$ cat src/hdl/wdemux_pkg.sv
// default widths and sizes of the write-path demultiplexer
package wdemux_pkg;

  // ------------------------------
  // structure
  // ------------------------------

  // number of master ports behind the demux
  parameter int unsigned NUM_PORTS = 4;

  // low ID bits that index the tracker, 2**LOOK_BITS slots
  parameter int unsigned LOOK_BITS = 2;

  // outstanding writes per slot, also the W order queue depth
  parameter int unsigned MAX_TRANS = 4;

  // ------------------------------
  // field widths
  // ------------------------------

  // transaction ID
  parameter int unsigned ID_W = 4;

  // write address
  parameter int unsigned ADDR_W = 16;

  // write data beat
  parameter int unsigned DATA_W = 32;

  // B response code
  parameter int unsigned RESP_W = 2;

endpackage

$ cat src/hdl/id_track_if.sv
// interface between the AW router, the ID tracker slots and the B arbiter
`timescale 1ns/1ps

interface id_track_if #(
  parameter int unsigned NUM_PORTS = 4,
  parameter int unsigned LOOK_BITS = 2,
  localparam int unsigned SEL_W    = $clog2(NUM_PORTS),
  localparam int unsigned SLOTS    = 2 ** LOOK_BITS
);

  // push side, one new write per cycle at most
  logic                 push;
  logic [LOOK_BITS-1:0] push_id;
  logic [SEL_W-1:0]     push_sel;

  // pop side, one B handed over per cycle at most
  logic                 pop;
  logic [LOOK_BITS-1:0] pop_id;

  // per-slot status, entry k comes from slot k
  logic [SLOTS-1:0]            occupied;
  logic [SLOTS-1:0]            full;
  logic [SLOTS-1:0][SEL_W-1:0] rec_sel;

  // AW side: pushes and looks up the slot state
  modport router (output push, push_id, push_sel, input occupied, full, rec_sel);

  // one tracker slot
  modport slot (input push, push_id, push_sel, pop, pop_id, output occupied, full, rec_sel);

  // B side: pops on each response handshake
  modport drain (output pop, pop_id);

endinterface

$ cat src/hdl/aw_route.sv
// AW admission, valid lock, per-port AW valid, tracker push and W queue push
`timescale 1ns/1ps

module aw_route #(
  parameter int unsigned NUM_PORTS = 4,
  parameter int unsigned LOOK_BITS = 2,
  localparam int unsigned SEL_W    = $clog2(NUM_PORTS)
) (
  input  logic                        clk_i,
  input  logic                        rst_i,
  // slave AW
  input  logic                        aw_valid_i,
  output logic                        aw_ready_o,
  input  logic [wdemux_pkg::ID_W-1:0] aw_id_i,
  input  logic [SEL_W-1:0]            aw_sel_i,
  // master AW valids and readies
  output logic [NUM_PORTS-1:0]        m_aw_valid_o,
  input  logic [NUM_PORTS-1:0]        m_aw_ready_i,
  // W order queue
  output logic                        q_push_o,
  output logic [SEL_W-1:0]            q_sel_o,
  input  logic                        q_full_i,
  // ID tracker
  id_track_if.router                  trk
);

  // ------------------------------
  // lookup and admission
  // ------------------------------

  logic [LOOK_BITS-1:0] look_id;
  logic                 admit;
  logic                 sel_ready;

  // slot of the incoming ID
  assign look_id = aw_id_i[LOOK_BITS-1:0];

  // no slot and no queue entry may overflow,
  // and an ID in flight may only go to the port it already uses
  assign admit = !(|trk.full) && !q_full_i &&
                 (!trk.occupied[look_id] || (trk.rec_sel[look_id] == aw_sel_i));

  // ready of the addressed master
  assign sel_ready = m_aw_ready_i[aw_sel_i];

  // ------------------------------
  // handshake control
  // ------------------------------

  logic lock_d;
  logic lock_q;
  logic aw_valid;
  logic push;

  always_comb begin
    aw_valid = 1'b0;
    push     = 1'b0;
    lock_d   = lock_q;
    if (lock_q) begin
      // route already pushed, only wait for the master
      aw_valid = 1'b1;
      if (sel_ready) begin
        lock_d = 1'b0;
      end
    end else if (aw_valid_i && admit) begin
      aw_valid = 1'b1;
      // first raise of the master valid pushes the route once
      push     = 1'b1;
      if (!sel_ready) begin
        lock_d = 1'b1;
      end
    end
  end

  // holds the master valid up until the AW is taken
  always_ff @(posedge clk_i) begin
    if (rst_i) begin
      lock_q <= 1'b0;
    end else begin
      lock_q <= lock_d;
    end
  end

  // ------------------------------
  // outputs
  // ------------------------------

  assign aw_ready_o   = aw_valid & sel_ready;
  assign m_aw_valid_o = aw_valid ? (NUM_PORTS'(1) << aw_sel_i) : '0;

  // tracker and queue see the same push
  assign trk.push     = push;
  assign trk.push_id  = look_id;
  assign trk.push_sel = aw_sel_i;
  assign q_push_o     = push;
  assign q_sel_o      = aw_sel_i;

endmodule

$ cat src/hdl/b_arbiter.sv
// round-robin B response merge with grant lock-in and tracker pop
`timescale 1ns/1ps

module b_arbiter #(
  parameter int unsigned NUM_PORTS = 4,
  parameter int unsigned LOOK_BITS = 2,
  localparam int unsigned SEL_W    = $clog2(NUM_PORTS)
) (
  input  logic                                          clk_i,
  input  logic                                          rst_i,
  // master B channels
  input  logic [NUM_PORTS-1:0]                          m_b_valid_i,
  output logic [NUM_PORTS-1:0]                          m_b_ready_o,
  input  logic [NUM_PORTS-1:0][wdemux_pkg::ID_W-1:0]   m_b_id_i,
  input  logic [NUM_PORTS-1:0][wdemux_pkg::RESP_W-1:0] m_b_resp_i,
  // slave B channel
  output logic                                          b_valid_o,
  input  logic                                          b_ready_i,
  output logic [wdemux_pkg::ID_W-1:0]                  b_id_o,
  output logic [wdemux_pkg::RESP_W-1:0]                b_resp_o,
  // ID tracker
  id_track_if.drain                                     trk
);

  logic [SEL_W-1:0] prio_q;
  logic [SEL_W-1:0] rr_idx;
  logic [SEL_W-1:0] gnt_idx;
  logic [SEL_W-1:0] lock_idx_q;
  logic             lock_q;
  logic             hs;

  // ------------------------------
  // round-robin search
  // ------------------------------

  // first valid master at or after the priority pointer
  always_comb begin : rr_search
    int unsigned idx;
    logic        found;
    rr_idx = prio_q;
    found  = 1'b0;
    for (int unsigned i = 0; i < NUM_PORTS; i++) begin
      idx = prio_q + i;
      if (idx >= NUM_PORTS) begin
        idx = idx - NUM_PORTS;
      end
      if (!found && m_b_valid_i[idx]) begin
        found  = 1'b1;
        rr_idx = SEL_W'(idx);
      end
    end
  end

  // a stalled response keeps its grant
  assign gnt_idx = lock_q ? lock_idx_q : rr_idx;

  // ------------------------------
  // mux and handshake
  // ------------------------------

  assign b_valid_o   = m_b_valid_i[gnt_idx];
  assign b_id_o      = m_b_id_i[gnt_idx];
  assign b_resp_o    = m_b_resp_i[gnt_idx];
  assign m_b_ready_o = (b_valid_o && b_ready_i) ? (NUM_PORTS'(1) << gnt_idx) : '0;
  assign hs          = b_valid_o && b_ready_i;

  // tracker slot of the response ID drops at this edge
  assign trk.pop    = hs;
  assign trk.pop_id = b_id_o[LOOK_BITS-1:0];

  always_ff @(posedge clk_i) begin
    if (rst_i) begin
      prio_q     <= '0;
      lock_q     <= 1'b0;
      lock_idx_q <= '0;
    end else begin
      if (b_valid_o && !b_ready_i) begin
        lock_q     <= 1'b1;
        lock_idx_q <= gnt_idx;
      end else if (hs) begin
        lock_q <= 1'b0;
        // move priority past the winner
        prio_q <= (gnt_idx == SEL_W'(NUM_PORTS - 1)) ? '0 : gnt_idx + 1'b1;
      end
    end
  end

endmodule

$ cat src/hdl/id_slot.sv
// one ID tracker slot: outstanding write count and recorded master port
`timescale 1ns/1ps

module id_slot #(
  parameter int unsigned SLOT      = 0,
  parameter int unsigned NUM_PORTS = 4,
  parameter int unsigned LOOK_BITS = 2,
  parameter int unsigned MAX_TRANS = 4,
  localparam int unsigned SEL_W    = $clog2(NUM_PORTS),
  localparam int unsigned CNT_W    = $clog2(MAX_TRANS + 1)
) (
  input logic      clk_i,
  input logic      rst_i,
  id_track_if.slot trk
);

  logic             push_hit;
  logic             pop_hit;
  logic [CNT_W-1:0] cnt_q;
  logic [SEL_W-1:0] sel_q;

  // events addressed to this slot
  assign push_hit = trk.push && (trk.push_id == LOOK_BITS'(SLOT));
  assign pop_hit  = trk.pop && (trk.pop_id == LOOK_BITS'(SLOT));

  // outstanding count, push and pop together leave it as is
  always_ff @(posedge clk_i) begin
    if (rst_i) begin
      cnt_q <= '0;
    end else if (push_hit && !pop_hit) begin
      cnt_q <= cnt_q + 1'b1;
    end else if (pop_hit && !push_hit) begin
      cnt_q <= cnt_q - 1'b1;
    end
  end

  // port of the writes in flight
  // only read while the count is above zero
  always_ff @(posedge clk_i) begin
    if (push_hit) begin
      sel_q <= trk.push_sel;
    end
  end

  assign trk.occupied[SLOT] = (cnt_q != '0);
  assign trk.full[SLOT]     = (cnt_q == CNT_W'(MAX_TRANS));
  assign trk.rec_sel[SLOT]  = sel_q;

endmodule

$ cat src/hdl/w_steer.sv
// W order queue and steering of W beats to the port of the oldest open AW
`timescale 1ns/1ps

module w_steer #(
  parameter int unsigned NUM_PORTS = 4,
  parameter int unsigned MAX_TRANS = 4,
  localparam int unsigned SEL_W    = $clog2(NUM_PORTS),
  localparam int unsigned PTR_W    = (MAX_TRANS > 1) ? $clog2(MAX_TRANS) : 1,
  localparam int unsigned CNT_W    = $clog2(MAX_TRANS + 1)
) (
  input  logic                 clk_i,
  input  logic                 rst_i,
  // route pushes from the AW side
  input  logic                 q_push_i,
  input  logic [SEL_W-1:0]     q_sel_i,
  output logic                 q_full_o,
  // slave W handshake
  input  logic                 w_valid_i,
  output logic                 w_ready_o,
  input  logic                 w_last_i,
  // master W valids and readies
  output logic [NUM_PORTS-1:0] m_w_valid_o,
  input  logic [NUM_PORTS-1:0] m_w_ready_i
);

  // ------------------------------
  // order queue
  // ------------------------------

  logic [SEL_W-1:0] mem [MAX_TRANS];
  logic [PTR_W-1:0] wr_ptr_q;
  logic [PTR_W-1:0] rd_ptr_q;
  logic [CNT_W-1:0] cnt_q;
  logic             empty;
  logic             pop;
  logic [SEL_W-1:0] head;

  assign empty    = (cnt_q == '0);
  assign q_full_o = (cnt_q == CNT_W'(MAX_TRANS));

  // head comes from storage only, so a fresh entry shows one cycle later
  assign head = mem[rd_ptr_q];

  always_ff @(posedge clk_i) begin
    if (q_push_i) begin
      mem[wr_ptr_q] <= q_sel_i;
    end
  end

  always_ff @(posedge clk_i) begin
    if (rst_i) begin
      wr_ptr_q <= '0;
      rd_ptr_q <= '0;
      cnt_q    <= '0;
    end else begin
      if (q_push_i) begin
        wr_ptr_q <= (wr_ptr_q == PTR_W'(MAX_TRANS - 1)) ? '0 : wr_ptr_q + 1'b1;
      end
      if (pop) begin
        rd_ptr_q <= (rd_ptr_q == PTR_W'(MAX_TRANS - 1)) ? '0 : rd_ptr_q + 1'b1;
      end
      // occupancy
      case ({q_push_i, pop})
        2'b10:   cnt_q <= cnt_q + 1'b1;
        2'b01:   cnt_q <= cnt_q - 1'b1;
        default: cnt_q <= cnt_q;
      endcase
    end
  end

  // ------------------------------
  // beat steering
  // ------------------------------

  // nothing passes while no route is queued
  assign w_ready_o   = !empty && m_w_ready_i[head];
  assign m_w_valid_o = (!empty && w_valid_i) ? (NUM_PORTS'(1) << head) : '0;

  // burst ends on the last beat handshake
  assign pop = w_valid_i && w_ready_o && w_last_i;

endmodule

$ cat src/hdl/wdemux_top.sv
// top level of the write-path demux: AW router, ID tracker, W steering, B merge
`timescale 1ns/1ps

module wdemux_top #(
  parameter int unsigned NUM_PORTS = wdemux_pkg::NUM_PORTS,
  parameter int unsigned LOOK_BITS = wdemux_pkg::LOOK_BITS,
  parameter int unsigned MAX_TRANS = wdemux_pkg::MAX_TRANS,
  localparam int unsigned SEL_W    = $clog2(NUM_PORTS)
) (
  input  logic                                          clk_i,
  input  logic                                          rst_i,
  // slave AW
  input  logic                                          aw_valid_i,
  output logic                                          aw_ready_o,
  input  logic [wdemux_pkg::ID_W-1:0]                  aw_id_i,
  input  logic [wdemux_pkg::ADDR_W-1:0]                aw_addr_i,
  input  logic [SEL_W-1:0]                              aw_sel_i,
  // slave W
  input  logic                                          w_valid_i,
  output logic                                          w_ready_o,
  input  logic [wdemux_pkg::DATA_W-1:0]                w_data_i,
  input  logic                                          w_last_i,
  // slave B
  output logic                                          b_valid_o,
  input  logic                                          b_ready_i,
  output logic [wdemux_pkg::ID_W-1:0]                  b_id_o,
  output logic [wdemux_pkg::RESP_W-1:0]                b_resp_o,
  // master AW
  output logic [NUM_PORTS-1:0]                          m_aw_valid_o,
  input  logic [NUM_PORTS-1:0]                          m_aw_ready_i,
  output logic [wdemux_pkg::ID_W-1:0]                  m_aw_id_o,
  output logic [wdemux_pkg::ADDR_W-1:0]                m_aw_addr_o,
  // master W
  output logic [NUM_PORTS-1:0]                          m_w_valid_o,
  input  logic [NUM_PORTS-1:0]                          m_w_ready_i,
  output logic [wdemux_pkg::DATA_W-1:0]                m_w_data_o,
  output logic                                          m_w_last_o,
  // master B
  input  logic [NUM_PORTS-1:0]                          m_b_valid_i,
  output logic [NUM_PORTS-1:0]                          m_b_ready_o,
  input  logic [NUM_PORTS-1:0][wdemux_pkg::ID_W-1:0]   m_b_id_i,
  input  logic [NUM_PORTS-1:0][wdemux_pkg::RESP_W-1:0] m_b_resp_i
);

  // route handoff to the W queue
  logic             q_push;
  logic [SEL_W-1:0] q_sel;
  logic             q_full;

  // payload fields go to every port, only valids are per port
  assign m_aw_id_o   = aw_id_i;
  assign m_aw_addr_o = aw_addr_i;
  assign m_w_data_o  = w_data_i;
  assign m_w_last_o  = w_last_i;

  id_track_if #(.NUM_PORTS(NUM_PORTS), .LOOK_BITS(LOOK_BITS)) trk_if ();

  aw_route #(.NUM_PORTS(NUM_PORTS), .LOOK_BITS(LOOK_BITS)) u_aw_route (
    .clk_i        (clk_i),
    .rst_i        (rst_i),
    .aw_valid_i   (aw_valid_i),
    .aw_ready_o   (aw_ready_o),
    .aw_id_i      (aw_id_i),
    .aw_sel_i     (aw_sel_i),
    .m_aw_valid_o (m_aw_valid_o),
    .m_aw_ready_i (m_aw_ready_i),
    .q_push_o     (q_push),
    .q_sel_o      (q_sel),
    .q_full_i     (q_full),
    .trk          (trk_if.router)
  );

  // one tracker slot per value of the low ID bits
  for (genvar k = 0; k < 2 ** LOOK_BITS; k++) begin : gen_slot
    id_slot #(
      .SLOT      (k),
      .NUM_PORTS (NUM_PORTS),
      .LOOK_BITS (LOOK_BITS),
      .MAX_TRANS (MAX_TRANS)
    ) u_id_slot (
      .clk_i (clk_i),
      .rst_i (rst_i),
      .trk   (trk_if.slot)
    );
  end

  w_steer #(.NUM_PORTS(NUM_PORTS), .MAX_TRANS(MAX_TRANS)) u_w_steer (
    .clk_i       (clk_i),
    .rst_i       (rst_i),
    .q_push_i    (q_push),
    .q_sel_i     (q_sel),
    .q_full_o    (q_full),
    .w_valid_i   (w_valid_i),
    .w_ready_o   (w_ready_o),
    .w_last_i    (w_last_i),
    .m_w_valid_o (m_w_valid_o),
    .m_w_ready_i (m_w_ready_i)
  );

  b_arbiter #(.NUM_PORTS(NUM_PORTS), .LOOK_BITS(LOOK_BITS)) u_b_arbiter (
    .clk_i       (clk_i),
    .rst_i       (rst_i),
    .m_b_valid_i (m_b_valid_i),
    .m_b_ready_o (m_b_ready_o),
    .m_b_id_i    (m_b_id_i),
    .m_b_resp_i  (m_b_resp_i),
    .b_valid_o   (b_valid_o),
    .b_ready_i   (b_ready_i),
    .b_id_o      (b_id_o),
    .b_resp_o    (b_resp_o),
    .trk         (trk_if.drain)
  );

endmodule

$ cat config.mk
export PLATFORM = sky130hd
export DESIGN_NAME = wdemux_top
export DESIGN_NICKNAME = d
export VERILOG_FILES = /design/src/hdl/wdemux_pkg.sv /design/src/hdl/id_track_if.sv /design/src/hdl/aw_route.sv /design/src/hdl/b_arbiter.sv /design/src/hdl/id_slot.sv /design/src/hdl/w_steer.sv /design/src/hdl/wdemux_top.sv
export SDC_FILE = /design/constraint.sdc
export NUM_CORES = 1
export LEC_CHECK = 0
export ABC_AREA = 1
export BUFFER_PORTS_ARGS = -buffer_cell sky130_fd_sc_hd__clkbuf_2
export CAP_MARGIN = 20
export CORE_AREA = 2 2 88 90
export CTS_CLUSTER_DIAMETER = 40
export DETAILED_ROUTE_END_ITERATION = 10
export DIE_AREA = 0 0 90 92
export PLACE_DENSITY = 0.8
export SETUP_SLACK_MARGIN = 0.02
export SYNTH_ARGS = -nofsm -noshare
export SYNTH_HDL_FRONTEND = slang
export SYNTH_SLANG_ARGS = --single-unit
$ cat constraint.sdc
create_clock -name clk_i -period 3.4 [get_ports clk_i]
set_input_delay 0.17 -clock clk_i [delete_from_list [all_inputs] [get_ports clk_i]]
set_output_delay 0.17 -clock clk_i [all_outputs]
set_load 0.01 [all_outputs]
==> key figures, run 1 <==
Outcome
  – Status: finished, final reports clean

Setup path
  – R2r startpoint: u_b_arbiter.prio_q[0]
  – Data required time of the worst path: 3.58 ns
  – Arr. time, crit path: 3.33 ns
  – CP max FO: 17
  – Setup CP Type: reg -> reg
  – Worst setup EP type: flip-flop
  – Startpoint types: flip-flop
  – Reg2Reg Depth: 23
  – Worst setup path start: u_b_arbiter.prio_q[0]

STA
  – Rel. slew slack: 58.6%
  – Hold Violations, Final: 0
  – RSZ-0062 raised after global routing: no
  – Setup TNS: 0 ns
  – Setup-failing EPs final: 0
  – Final Cycle Share: 92.6%
  – Minimum clock period: 3.15 ns
  – Least-Margin Pin Slew: 0.620 ns
  – Fmax: 318 MHz
  – WHS: 0.102 ns
  – Clock skew: 0.0107 ns
  – Fin. max-slew vios: 0

Clock tree
  – Hold Buf Count CTS: 0
  – CTS tree: yes
  – H-Tree Depth: 2
  – CTS buffer count: 5
  – Worst-path clk slew: 0.08 ns
  – CTS Buffer Depth: 2
  – Root buf cell: clkbuf_8
  – Clock Latency Late Sink: 0.30 ns
  – # clock sinks: 43

Floorplan
  – Initial core utilization: 44.4%
  – Cell Rows: 32
  – IO Pins: 170
  – Die Width: 90 um
  – Vert. Die Dim: 92 um
  – DIE AREA: 8280 um^2
  – Area of the core: 7450 um^2

Power and ir drop
  – Flop pwr share: 26.0%
  – Leak pwr: 0.00173 uW
  – Design Power: 3010 uW
  – Clk pwr share: 10.3%
  – PwrDens: 852 nW/um^2
  – Peak VDD IR: 412 uV
  – Sw frac: 48.7%
  – NetSw: 1460 uW
  – Combinational Power Share: 63.7%
  – Internal power: 1540 uW

Detailed routing
  – Vias per Instance: 4.82
  – Drc violations: 0
  – Post-route ant nets: 0
  – First drt pass iteration count: 4
  – Initial drt markers: 150
  – Mean routed wirelength per cell: 11.6 um
  – Routed via count: 2849
  – WL final: 6.86 mm

Yosys
  – Syn nets: 578
  – Area leader, netlist: dfxtp_1
  – Synthesized flop and latch total: 43
  – Sequential share of the synthesized area: 30.9%
  – Netlist cell types: 33
  – Post-Syn Instances: 463
  – Synth top area share: 16.4%
  – Dominant cells by area after synthesis: dfxtp_1, edfxtp_1, buf_4
  – Number of warnings issued by yosys: 0
  – Post-Syn Area per Cell: 7.13 um^2
  – Cell Area, Synth: 3300 um^2

Final layout
  – Non-Filler Instances: 591
  – Diodes inserted: 0
  – Fraction of layout cells with a size suffix above 1: 23.5%
  – Area grow syn2layout: 6.86%
  – Nets: 603

Global routing
  – GRT Residual Overflow: 0
  – First-pass GRT wire length: 11.1 mm
  – Grt met3 use: 3.70%
  – Initial antenna violation count: 0
  – M2 GR Usage: 28.3%
  – Grt peak-use layer: met2
  – Vias in the first global route: 2664
  – Largest net degree at the start of global routing: 23
  – Routing usage on met1: 17.8%
  – GRT Util Overall: 16.1%

Place
  – GPL Wtd Cong: 0.798
  – # placed instances: 577
  – DPL Wire Length: 5.38 mm
  – Number of port buffers: 69

Flow run
  – Maximum Capacitance Violations: 0

Hold path
  – WHS Path Cells: 2
  – Critical hold path startpoint: rst_i
  – Worst min-delay path category: in -> reg
[cells in the final DEF (no fill, tap or decap), types with 2 or more instances in the layout]
cell	n
a21oi_1	22
a22oi_1	2
buf_4	9
clkbuf_2	69
clkbuf_8	5
dfxtp_1	25
edfxtp_1	16
fa_1	4
ha_1	14
inv_1	58
nand2_1	96
nand2_2	11
nand2_4	2
nand3_1	25
nand3_2	2
nand3_4	3
nand4_1	4
nor2_1	55
nor3_1	10
o21ai_0	25
o21ai_1	5
o22ai_1	5
or2_2	2
xor2_1	2
[through the flow]
| stage | area (um^2) | utilization, % | setup WS [ns] |
|---|---|---|---|
| floorplan | 3300 | - | 0.593 |
| global placement | 3360 | 45.1 | 0.245 |
| detailed placement | 3360 | 45.1 | 0.113 |
| CTS | 3450 | 46.3 | 0.0990 |
| global route | 3530 | 47.4 | 0.00844 |
| finish | 3530 | 47.4 | 0.251 |
[synthesized netlist by cell type, drive strengths merged]
cell	n
nand4	4
nor2	56
nand3	30
o22ai	5
inv	61
a22oi	2
nand3b	1
xor2	2
clkbuf	1
a2111oi	1
a21oi	23
a21boi	1
ha	14
nand2	110
o21ai	30
edfxtp	16
nor3	10
or2	2
dfxtp	27
buf	59
o211a	1
fa	5
o21a	1
o41ai	1
[final cells by class]
| cell class | instances | area, um^2 |
|---|---|---|
| Multi-Input combinational cell | 299 | 1640 |
| Inverter | 61 | 236 |
| Sequential cell | 43 | 1030 |
| Timing Repair Buffer | 78 | 413 |
| Clock inverter | 2 | 12.5 |
| Tap cell | 102 | 128 |
| Clock buffer | 6 | 72.6 |
| Fill cell | 751 | 3920 |
[logic make-up (layout without fill, tap and decap cells)]
logic type      after synthesis  count (layout)  synth area share, %
compound gates               65              65                 10.8
xor+xnor                      2               2                0.530
fa+ha+maj                    19              19                 8.33
buf+inv                     121             147                 20.2
flops                        43              43                 30.9
simple gates                213             213                 29.2
[final timing paths]
path                                          to  slack (ns)
setup / recovery  gen_slot[0].u_id_slot.cnt_q[2]        0.25
hold / removal                u_b_arbiter.lock_q        0.10
setup reg to reg  gen_slot[0].u_id_slot.cnt_q[2]        0.25
hold reg to reg        u_b_arbiter.lock_idx_q[1]        0.46
[power by group through the flow]
stage               Combinational, uW  Sequential, uW  Clock (uW)
floorplan                        1400             761           0
global placement                 1730             780           0
detailed placement               1780             787           0
CTS                              1800             775         319
global route                     2170             798         333
finish                           1910             783         308
[critical path, stage by stage (launching register included)]
cell	delay (ns)
dfxtp_4	0.38
buf_4	0.16
nand2_1	0.09
nand3_1	0.10
nand2_2	0.12
nand2_2	0.08
inv_1	0.08
nand2_2	0.06
nand2_1	0.08
nand2_2	0.09
nand2_4	0.10
nand2_8	0.10
nand2_2	0.10
nand3_4	0.12
nand3_4	0.13
nor2_1	0.07
nand2_1	0.06
ha_1	0.14
inv_1	0.07
fa_1	0.44
a21oi_1	0.14
o21ai_0	0.11
o21ai_0	0.17
a21oi_1	0.06
[what timing repair did]
action                     CTS  global route
resized for setup            0            16
buffers inserted             0             6
setup endpoints to repair    0             8
[sequential cells by signal, summed over array words and instances (netlist names), 2 cells and up, named ones only]
register and count:
u_b_arbiter.lock_idx_q 2, u_w_steer.mem 8, u_w_steer.cnt_q 3, u_w_steer.wr_ptr_q 2, u_b_arbiter.prio_q 2, gen_slot.u_id_slot.cnt_q 12
u_w_steer.rd_ptr_q 2, gen_slot.u_id_slot.sel_q 8
[per-layer routing]
metal / part of all wire (%) / wire, um / up-vias
met2: 50 / 3400 / 88
met3: 4.9 / 336 / 41
met5: 0 / 0 / -
met4: 4.8 / 330 / 0
li1: - / - / 1480
met1: 41 / 2790 / 1240
No activity file was read; power rests on OpenSTA's default activity.
==> inputs of run 2 (changes only) <==
--- a/config.mk
+++ b/config.mk
@@ -8,11 +8,11 @@
 export ABC_AREA = 1
 export BUFFER_PORTS_ARGS = -buffer_cell sky130_fd_sc_hd__clkbuf_2
 export CAP_MARGIN = 20
-export CORE_AREA = 2 2 88 90
+export CORE_AREA = 2 2 75 106
 export CTS_CLUSTER_DIAMETER = 40
 export DETAILED_ROUTE_END_ITERATION = 10
-export DIE_AREA = 0 0 90 92
-export PLACE_DENSITY = 0.8
+export DIE_AREA = 0 0 77 108
+export PLACE_DENSITY = 0.79
 export SETUP_SLACK_MARGIN = 0.02
 export SYNTH_ARGS = -nofsm -noshare
 export SYNTH_HDL_FRONTEND = slang
==> key figures, run 2 (synthesis gave the netlist of run 1 again) <==
Outcome
  – Status: finished, final reports clean

Floorplan
  – Area of the core: 7310 um^2
  – IO Pins: 170
  – Initial core utilization: 45.2%
  – Vert. Die Dim: 108 um
  – Die Width: 77 um
  – Cell Rows: 37
  – DIE AREA: 8320 um^2

STA
  – Clock skew: 0.00484 ns
  – Minimum clock period: 3.09 ns
  – Hold Violations, Final: 0
  – Fmax: 324 MHz
  – Rel. slew slack: 59.5%
  – RSZ-0062 raised after global routing: no
  – Setup-failing EPs final: 0
  – Final Cycle Share: 90.9%
  – Least-Margin Pin Slew: 0.607 ns
  – Fin. max-slew vios: 0
  – Setup TNS: 0 ns

Power and ir drop
  – PwrDens: 851 nW/um^2
  – Peak VDD IR: 425 uV
  – Leak pwr: 0.00171 uW

Setup path
  – Critical Path Max Stage Delay: 0.45 ns
  – Worst setup EP type: flip-flop
  – Setup CP Type: reg -> reg
  – Worst path cell trace: buf_4 > nand2_1 > nand3_1 > nand2_2 > nand2_2 > nor2_1 > nand2_1 > nand2_2 > nand2_4 > nand2_8 > nand2_1 > nand3_1 > o21a_1 > nor2_1 > nand2_1 > ha_1 > inv_1 > fa_1 > a21oi_1 > o21ai_0 > o21ai_1 > a21oi_1
  – Startpoint types: flip-flop
  – Arr. time, crit path: 3.28 ns
  – CP max FO: 17
  – Most used cell, CP: nand2_1
  – Data required time of the worst path: 3.59 ns
  – Slowest CP cell: fa_1

Detailed routing
  – Post-route ant nets: 0
  – WL final: 8.15 mm
  – Mean routed wirelength per cell: 14.0 um
  – Drc violations: 0
  – Routed via count: 2943
  – Vias per Instance: 5.06
  – First drt pass iteration count: 4
  – Initial drt markers: 87

Clock tree
  – CTS tree: yes
  – # clock sinks: 43
  – Clock Latency Late Sink: 0.30 ns
  – Root buf cell: clkbuf_8
  – H-Tree Depth: 2
  – CTS buffer count: 5
  – Worst-path clk slew: 0.08 ns
  – CTS Buffer Depth: 2

Place
  – GPL Wtd Cong: 0.933
  – Number of port buffers: 69
  – DPL Wire Length: 6.70 mm

Global routing
  – Routing usage on met1: 16.9%
  – Initial antenna violation count: 0
  – Grt peak-use layer: met2
  – Grt met3 use: 5.51%
  – GRT Util Overall: 19.8%
  – First-pass GRT wire length: 12.9 mm
  – M2 GR Usage: 38.0%
  – Vias in the first global route: 2854
  – GRT Residual Overflow: 0
  – Largest net degree at the start of global routing: 23

Hold path
  – Worst min-delay path category: in -> reg

Final layout
  – Max reg flops: 12
  – Nets: 599
  – Fraction of layout cells with a size suffix above 1: 22.9%
  – Diodes inserted: 0
  – Largest regs: gen_slot.u_id_slot.cnt_q x12, gen_slot.u_id_slot.sel_q x8, u_w_steer.mem x8
  – Area grow syn2layout: 5.80%
  – Most common cell after layout, fill and taps aside: nand2_1
  – Largest Register: gen_slot.u_id_slot.cnt_q
  – Highest-count cells in the layout ignoring fill and taps: nand2_1, clkbuf_2, inv_1, nor2_1
  – Util after Layout: 47.8%

Flow run
  – Maximum Capacitance Violations: 0
-- run 2: cell types whose count changed in the layout (fill, tap and decap cells not counted), sizes merged --
cell / previous run / this run
clkbuf: 75 / 74
buf: 9 / 5
clkinv: 1 / 2
-- run 2: area by class of cell --
class | count | area [um^2]
well taps | 97 | 121
inverters | 61 | 234
clock buffers | 5 | 68.8
flip-flops and latches | 43 | 1020
repair buffers | 74 | 383
clock inverters | 3 | 25.0
multi-input cells | 299 | 1640
fillers | 751 | 3820
-- run 2: what timing repair did --
item | in CTS | in global routing
gates resized for setup | 0 | 14
setup endpoints to repair | 0 | 7
buffers inserted | 0 | 1
hold buffers | 0 | 0
-- run 2: critical path, delay by kind of cell, from the launching register on --
kind,cells,cell delay [ns]
buffers and inverters,2,0.24
AO/OA/AOI/OAI,5,0.64
adder cells (fa/ha/maj),2,0.59
AND/OR/NAND/NOR,13,1.20
flip-flops,1,0.34
-- run 2: routing by layer --
metal / up-vias / part of all wire (%)
met3: 63 / 7.3
met5: - / 0
li1: 1471 / -
met2: 80 / 53
met1: 1329 / 32
met4: 0 / 7.2
-- run 2: power by group --
group	switching, uW	total, uW	internal (uW)
clock	190	337	147
sequential	92.5	772	680
combinational	1200	1870	666
-- run 2: metrics by stage --
| stage | instance area (um^2) | total power [uW] | hold slack, ns | instances | worst slack, ns |
|---|---|---|---|---|---|
| after CTS | 3460 | 2920 | 0.0964 | 581 | 0.245 |
| after detailed placement | 3360 | 2580 | 0.340 | 573 | 0.260 |
| after global placement | 3360 | 2520 | 0.340 | 573 | 0.302 |
| final | 3490 | 2980 | 0.102 | 582 | 0.310 |
| after floorplan | 3300 | 2160 | 0.239 | 463 | 0.593 |
| after global routing | 3490 | 3270 | 0.0941 | 582 | 0.0225 |
-- run 2: path summary, 6_finish.rpt --
check,depth (start not counted),slack (ns),startpoint,endpoint
min reg2reg,2,0.45,u_b_arbiter.lock_idx_q[1],u_b_arbiter.lock_idx_q[1]
min,2,0.10,rst_i,u_b_arbiter.lock_q
max,22,0.31,u_b_arbiter.prio_q[0],gen_slot[2].u_id_slot.cnt_q[2]
max reg2reg,22,0.31,u_b_arbiter.prio_q[0],gen_slot[2].u_id_slot.cnt_q[2]
==> inputs of run 3 (changes only) <==
--- a/config.mk
+++ b/config.mk
@@ -8,11 +8,11 @@
 export ABC_AREA = 1
 export BUFFER_PORTS_ARGS = -buffer_cell sky130_fd_sc_hd__clkbuf_2
 export CAP_MARGIN = 20
-export CORE_AREA = 2 2 75 106
+export CORE_AREA = 2 2 76 107
 export CTS_CLUSTER_DIAMETER = 40
 export DETAILED_ROUTE_END_ITERATION = 10
-export DIE_AREA = 0 0 77 108
-export PLACE_DENSITY = 0.79
+export DIE_AREA = 0 0 78 109
+export PLACE_DENSITY = 0.78
 export SETUP_SLACK_MARGIN = 0.02
 export SYNTH_ARGS = -nofsm -noshare
 export SYNTH_HDL_FRONTEND = slang
==> key figures, run 3 (synthesis gave the netlist of run 1 again) <==
Outcome
  – Status: finished, final reports clean

STA
  – Final WS setup: 0.279 ns
  – Hold Violations, Final: 0
  – Final Cycle Share: 91.8%
  – Minimum clock period: 3.12 ns
  – Clock skew: 0.00311 ns
  – Least-Margin Pin Slew: 0.615 ns
  – WHS: 0.137 ns
  – Setup-failing EPs final: 0
  – Rel. slew slack: 59.0%
  – Fmax: 320 MHz
  – Fin. max-slew vios: 0

Floorplan
  – Area of the core: 7610 um^2
  – Initial core utilization: 43.4%
  – Vert. Die Dim: 109 um
  – Cell Rows: 38
  – IO Pins: 170
  – DIE AREA: 8500 um^2
  – Die Width: 78 um

Power and ir drop
  – Peak VDD IR: 362 uV
  – Sw frac: 46.9%
  – NetSw: 1460 uW
  – Leak pwr: 0.00174 uW
  – Internal power: 1660 uW
  – Combinational Power Share: 60.2%
  – PwrDens: 880 nW/um^2
  – Clk pwr share: 14.9%
  – Flop pwr share: 24.9%

Clock tree
  – Worst-path clk slew: 0.08 ns
  – # clock sinks: 43
  – Clock Latency Late Sink: 0.29 ns
  – CTS Buffer Depth: 2
  – CTS tree: yes
  – Hold Buf Count CTS: 0
  – Root buf cell: clkbuf_8
  – H-Tree Depth: 2
  – CTS buffer count: 5

Final layout
  – Diodes inserted: 0
  – Area grow syn2layout: 7.50%
  – Max reg flops: 12
  – Fraction of layout cells with a size suffix above 1: 22.8%
  – Nets: 600
  – Util after Layout: 46.7%
  – Largest Register: gen_slot.u_id_slot.cnt_q
  – Most common cell after layout, fill and taps aside: nand2_1
  – Fill count: 768
  – Highest-count cells in the layout ignoring fill and taps: nand2_1, clkbuf_2, inv_1, nor2_1, o21ai_0
  – Largest regs: gen_slot.u_id_slot.cnt_q x12, gen_slot.u_id_slot.sel_q x8, u_w_steer.mem x8

Global routing
  – Grt peak-use layer: met2
  – Largest net degree at the start of global routing: 23
  – Routing usage on met1: 16.8%
  – Vias in the first global route: 2714
  – GRT Util Overall: 18.7%
  – Grt met3 use: 7.12%
  – First-pass GRT wire length: 12.5 mm
  – Initial antenna violation count: 0
  – GRT Residual Overflow: 0
  – M2 GR Usage: 32.4%

Setup path
  – Reg2Reg Setup Slack: 0.28 ns
  – RR Endpoint: gen_slot[3].u_id_slot.cnt_q[2]
  – Data required time of the worst path: 3.58 ns
  – Worst setup path start: u_b_arbiter.prio_q[0]
  – Setup CP Type: reg -> reg
  – Worst setup EP type: flip-flop
  – Reg2Reg Depth: 23
  – R2r startpoint: u_b_arbiter.prio_q[0]
  – Arr. time, crit path: 3.30 ns
  – Startpoint types: flip-flop
  – CP max FO: 17

Flow run
  – Maximum Capacitance Violations: 0

Detailed routing
  – Vias per Instance: 4.97
  – WL final: 7.98 mm
  – Drc violations: 0
  – First drt pass iteration count: 4
  – Initial drt markers: 127
  – Routed via count: 2911
  – Post-route ant nets: 0
  – Mean routed wirelength per cell: 13.6 um

Place
  – Pre-CTS WS: 0.183 ns
  – Number of port buffers: 69
  – DPL Wire Length: 6.50 mm
  – GPL Wtd Cong: 0.918

Hold path
  – Critical hold path startpoint: rst_i
  – Endpoint of the worst hold path: u_b_arbiter.lock_q
  – Worst min-delay path category: in -> reg
  – WHS Path Cells: 2
==> run 3: area by class of cell <==
cell class	instances	area, um^2	share of cell area [%]
tap	100	125	3.52
clock buffer	6	72.6	2.04
timing repair buffer	75	394	11.1
multi-input combinational	299	1640	46.2
inverter	61	236	6.66
sequential	43	1020	28.8
clock inverter	2	60.1	1.69
==> run 3: worst max path at each step <==
stage / endpoint / slack (ns)
after floorplan: gen_slot[2].u_id_slot.cnt_q[2] / 0.59
after global placement: gen_slot[1].u_id_slot.cnt_q[2] / 0.27
after detailed placement: gen_slot[2].u_id_slot.cnt_q[2] / 0.18
after CTS: gen_slot[2].u_id_slot.cnt_q[2] / 0.15
after global routing: gen_slot[2].u_id_slot.cnt_q[2] / -0.004
final: gen_slot[3].u_id_slot.cnt_q[2] / 0.28
==> run 3: power by group through the flow <==
stage          Combinational (uW)  Sequential, uW  Clock [uW]
2_1_floorplan                1400             761           0
3_3_place_gp                 1740             777           0
3_5_place_dp                 1790             783           0
4_1_cts                      1800             773         470
5_1_grt                      2150             798         488
6_report                     1880             778         465
==> run 3: metal layers <==
metal,vias to the layer above,wire length [um]
met5,-,0
met4,0,672
met3,65,689
met2,62,3960
met1,1306,2670
li1,1478,-
==> run 3: repair_timing <==
action,4_1_cts,5_1_grt
endpoints found under the setup margin,0,5
gates resized for setup,0,14
buffers inserted,0,3
hold endpoints to repair,0,0
==> run 3: critical path, stage by stage, from the launching register on <==
cell     delay (ns)
dfxtp_2        0.34
buf_6          0.14
nand2_1        0.10
nand3_1        0.10
nand2_2        0.13
nand2_2        0.08
inv_1          0.06
nand2_2        0.05
nand2_1        0.07
nand2_2        0.09
nand2_4        0.10
nand2_8        0.10
nand2_2        0.10
nand3_4        0.12
nand3_4        0.14
inv_1          0.06
nand3_1        0.08
ha_1           0.14
inv_1          0.07
fa_1           0.44
a21oi_1        0.15
o21ai_0        0.13
o21ai_0        0.17
a21oi_1        0.06
==> run 3: stage by stage <==
stage	cells	area, um^2	total power, uW	TNS (ns)
6_report	586	3550	3120	0
2_1_floorplan	463	3300	2160	0
5_1_grt	586	3550	3440	-0.00365
4_1_cts	583	3490	3040	0
3_5_place_dp	575	3360	2570	0
3_3_place_gp	575	3360	2520	0
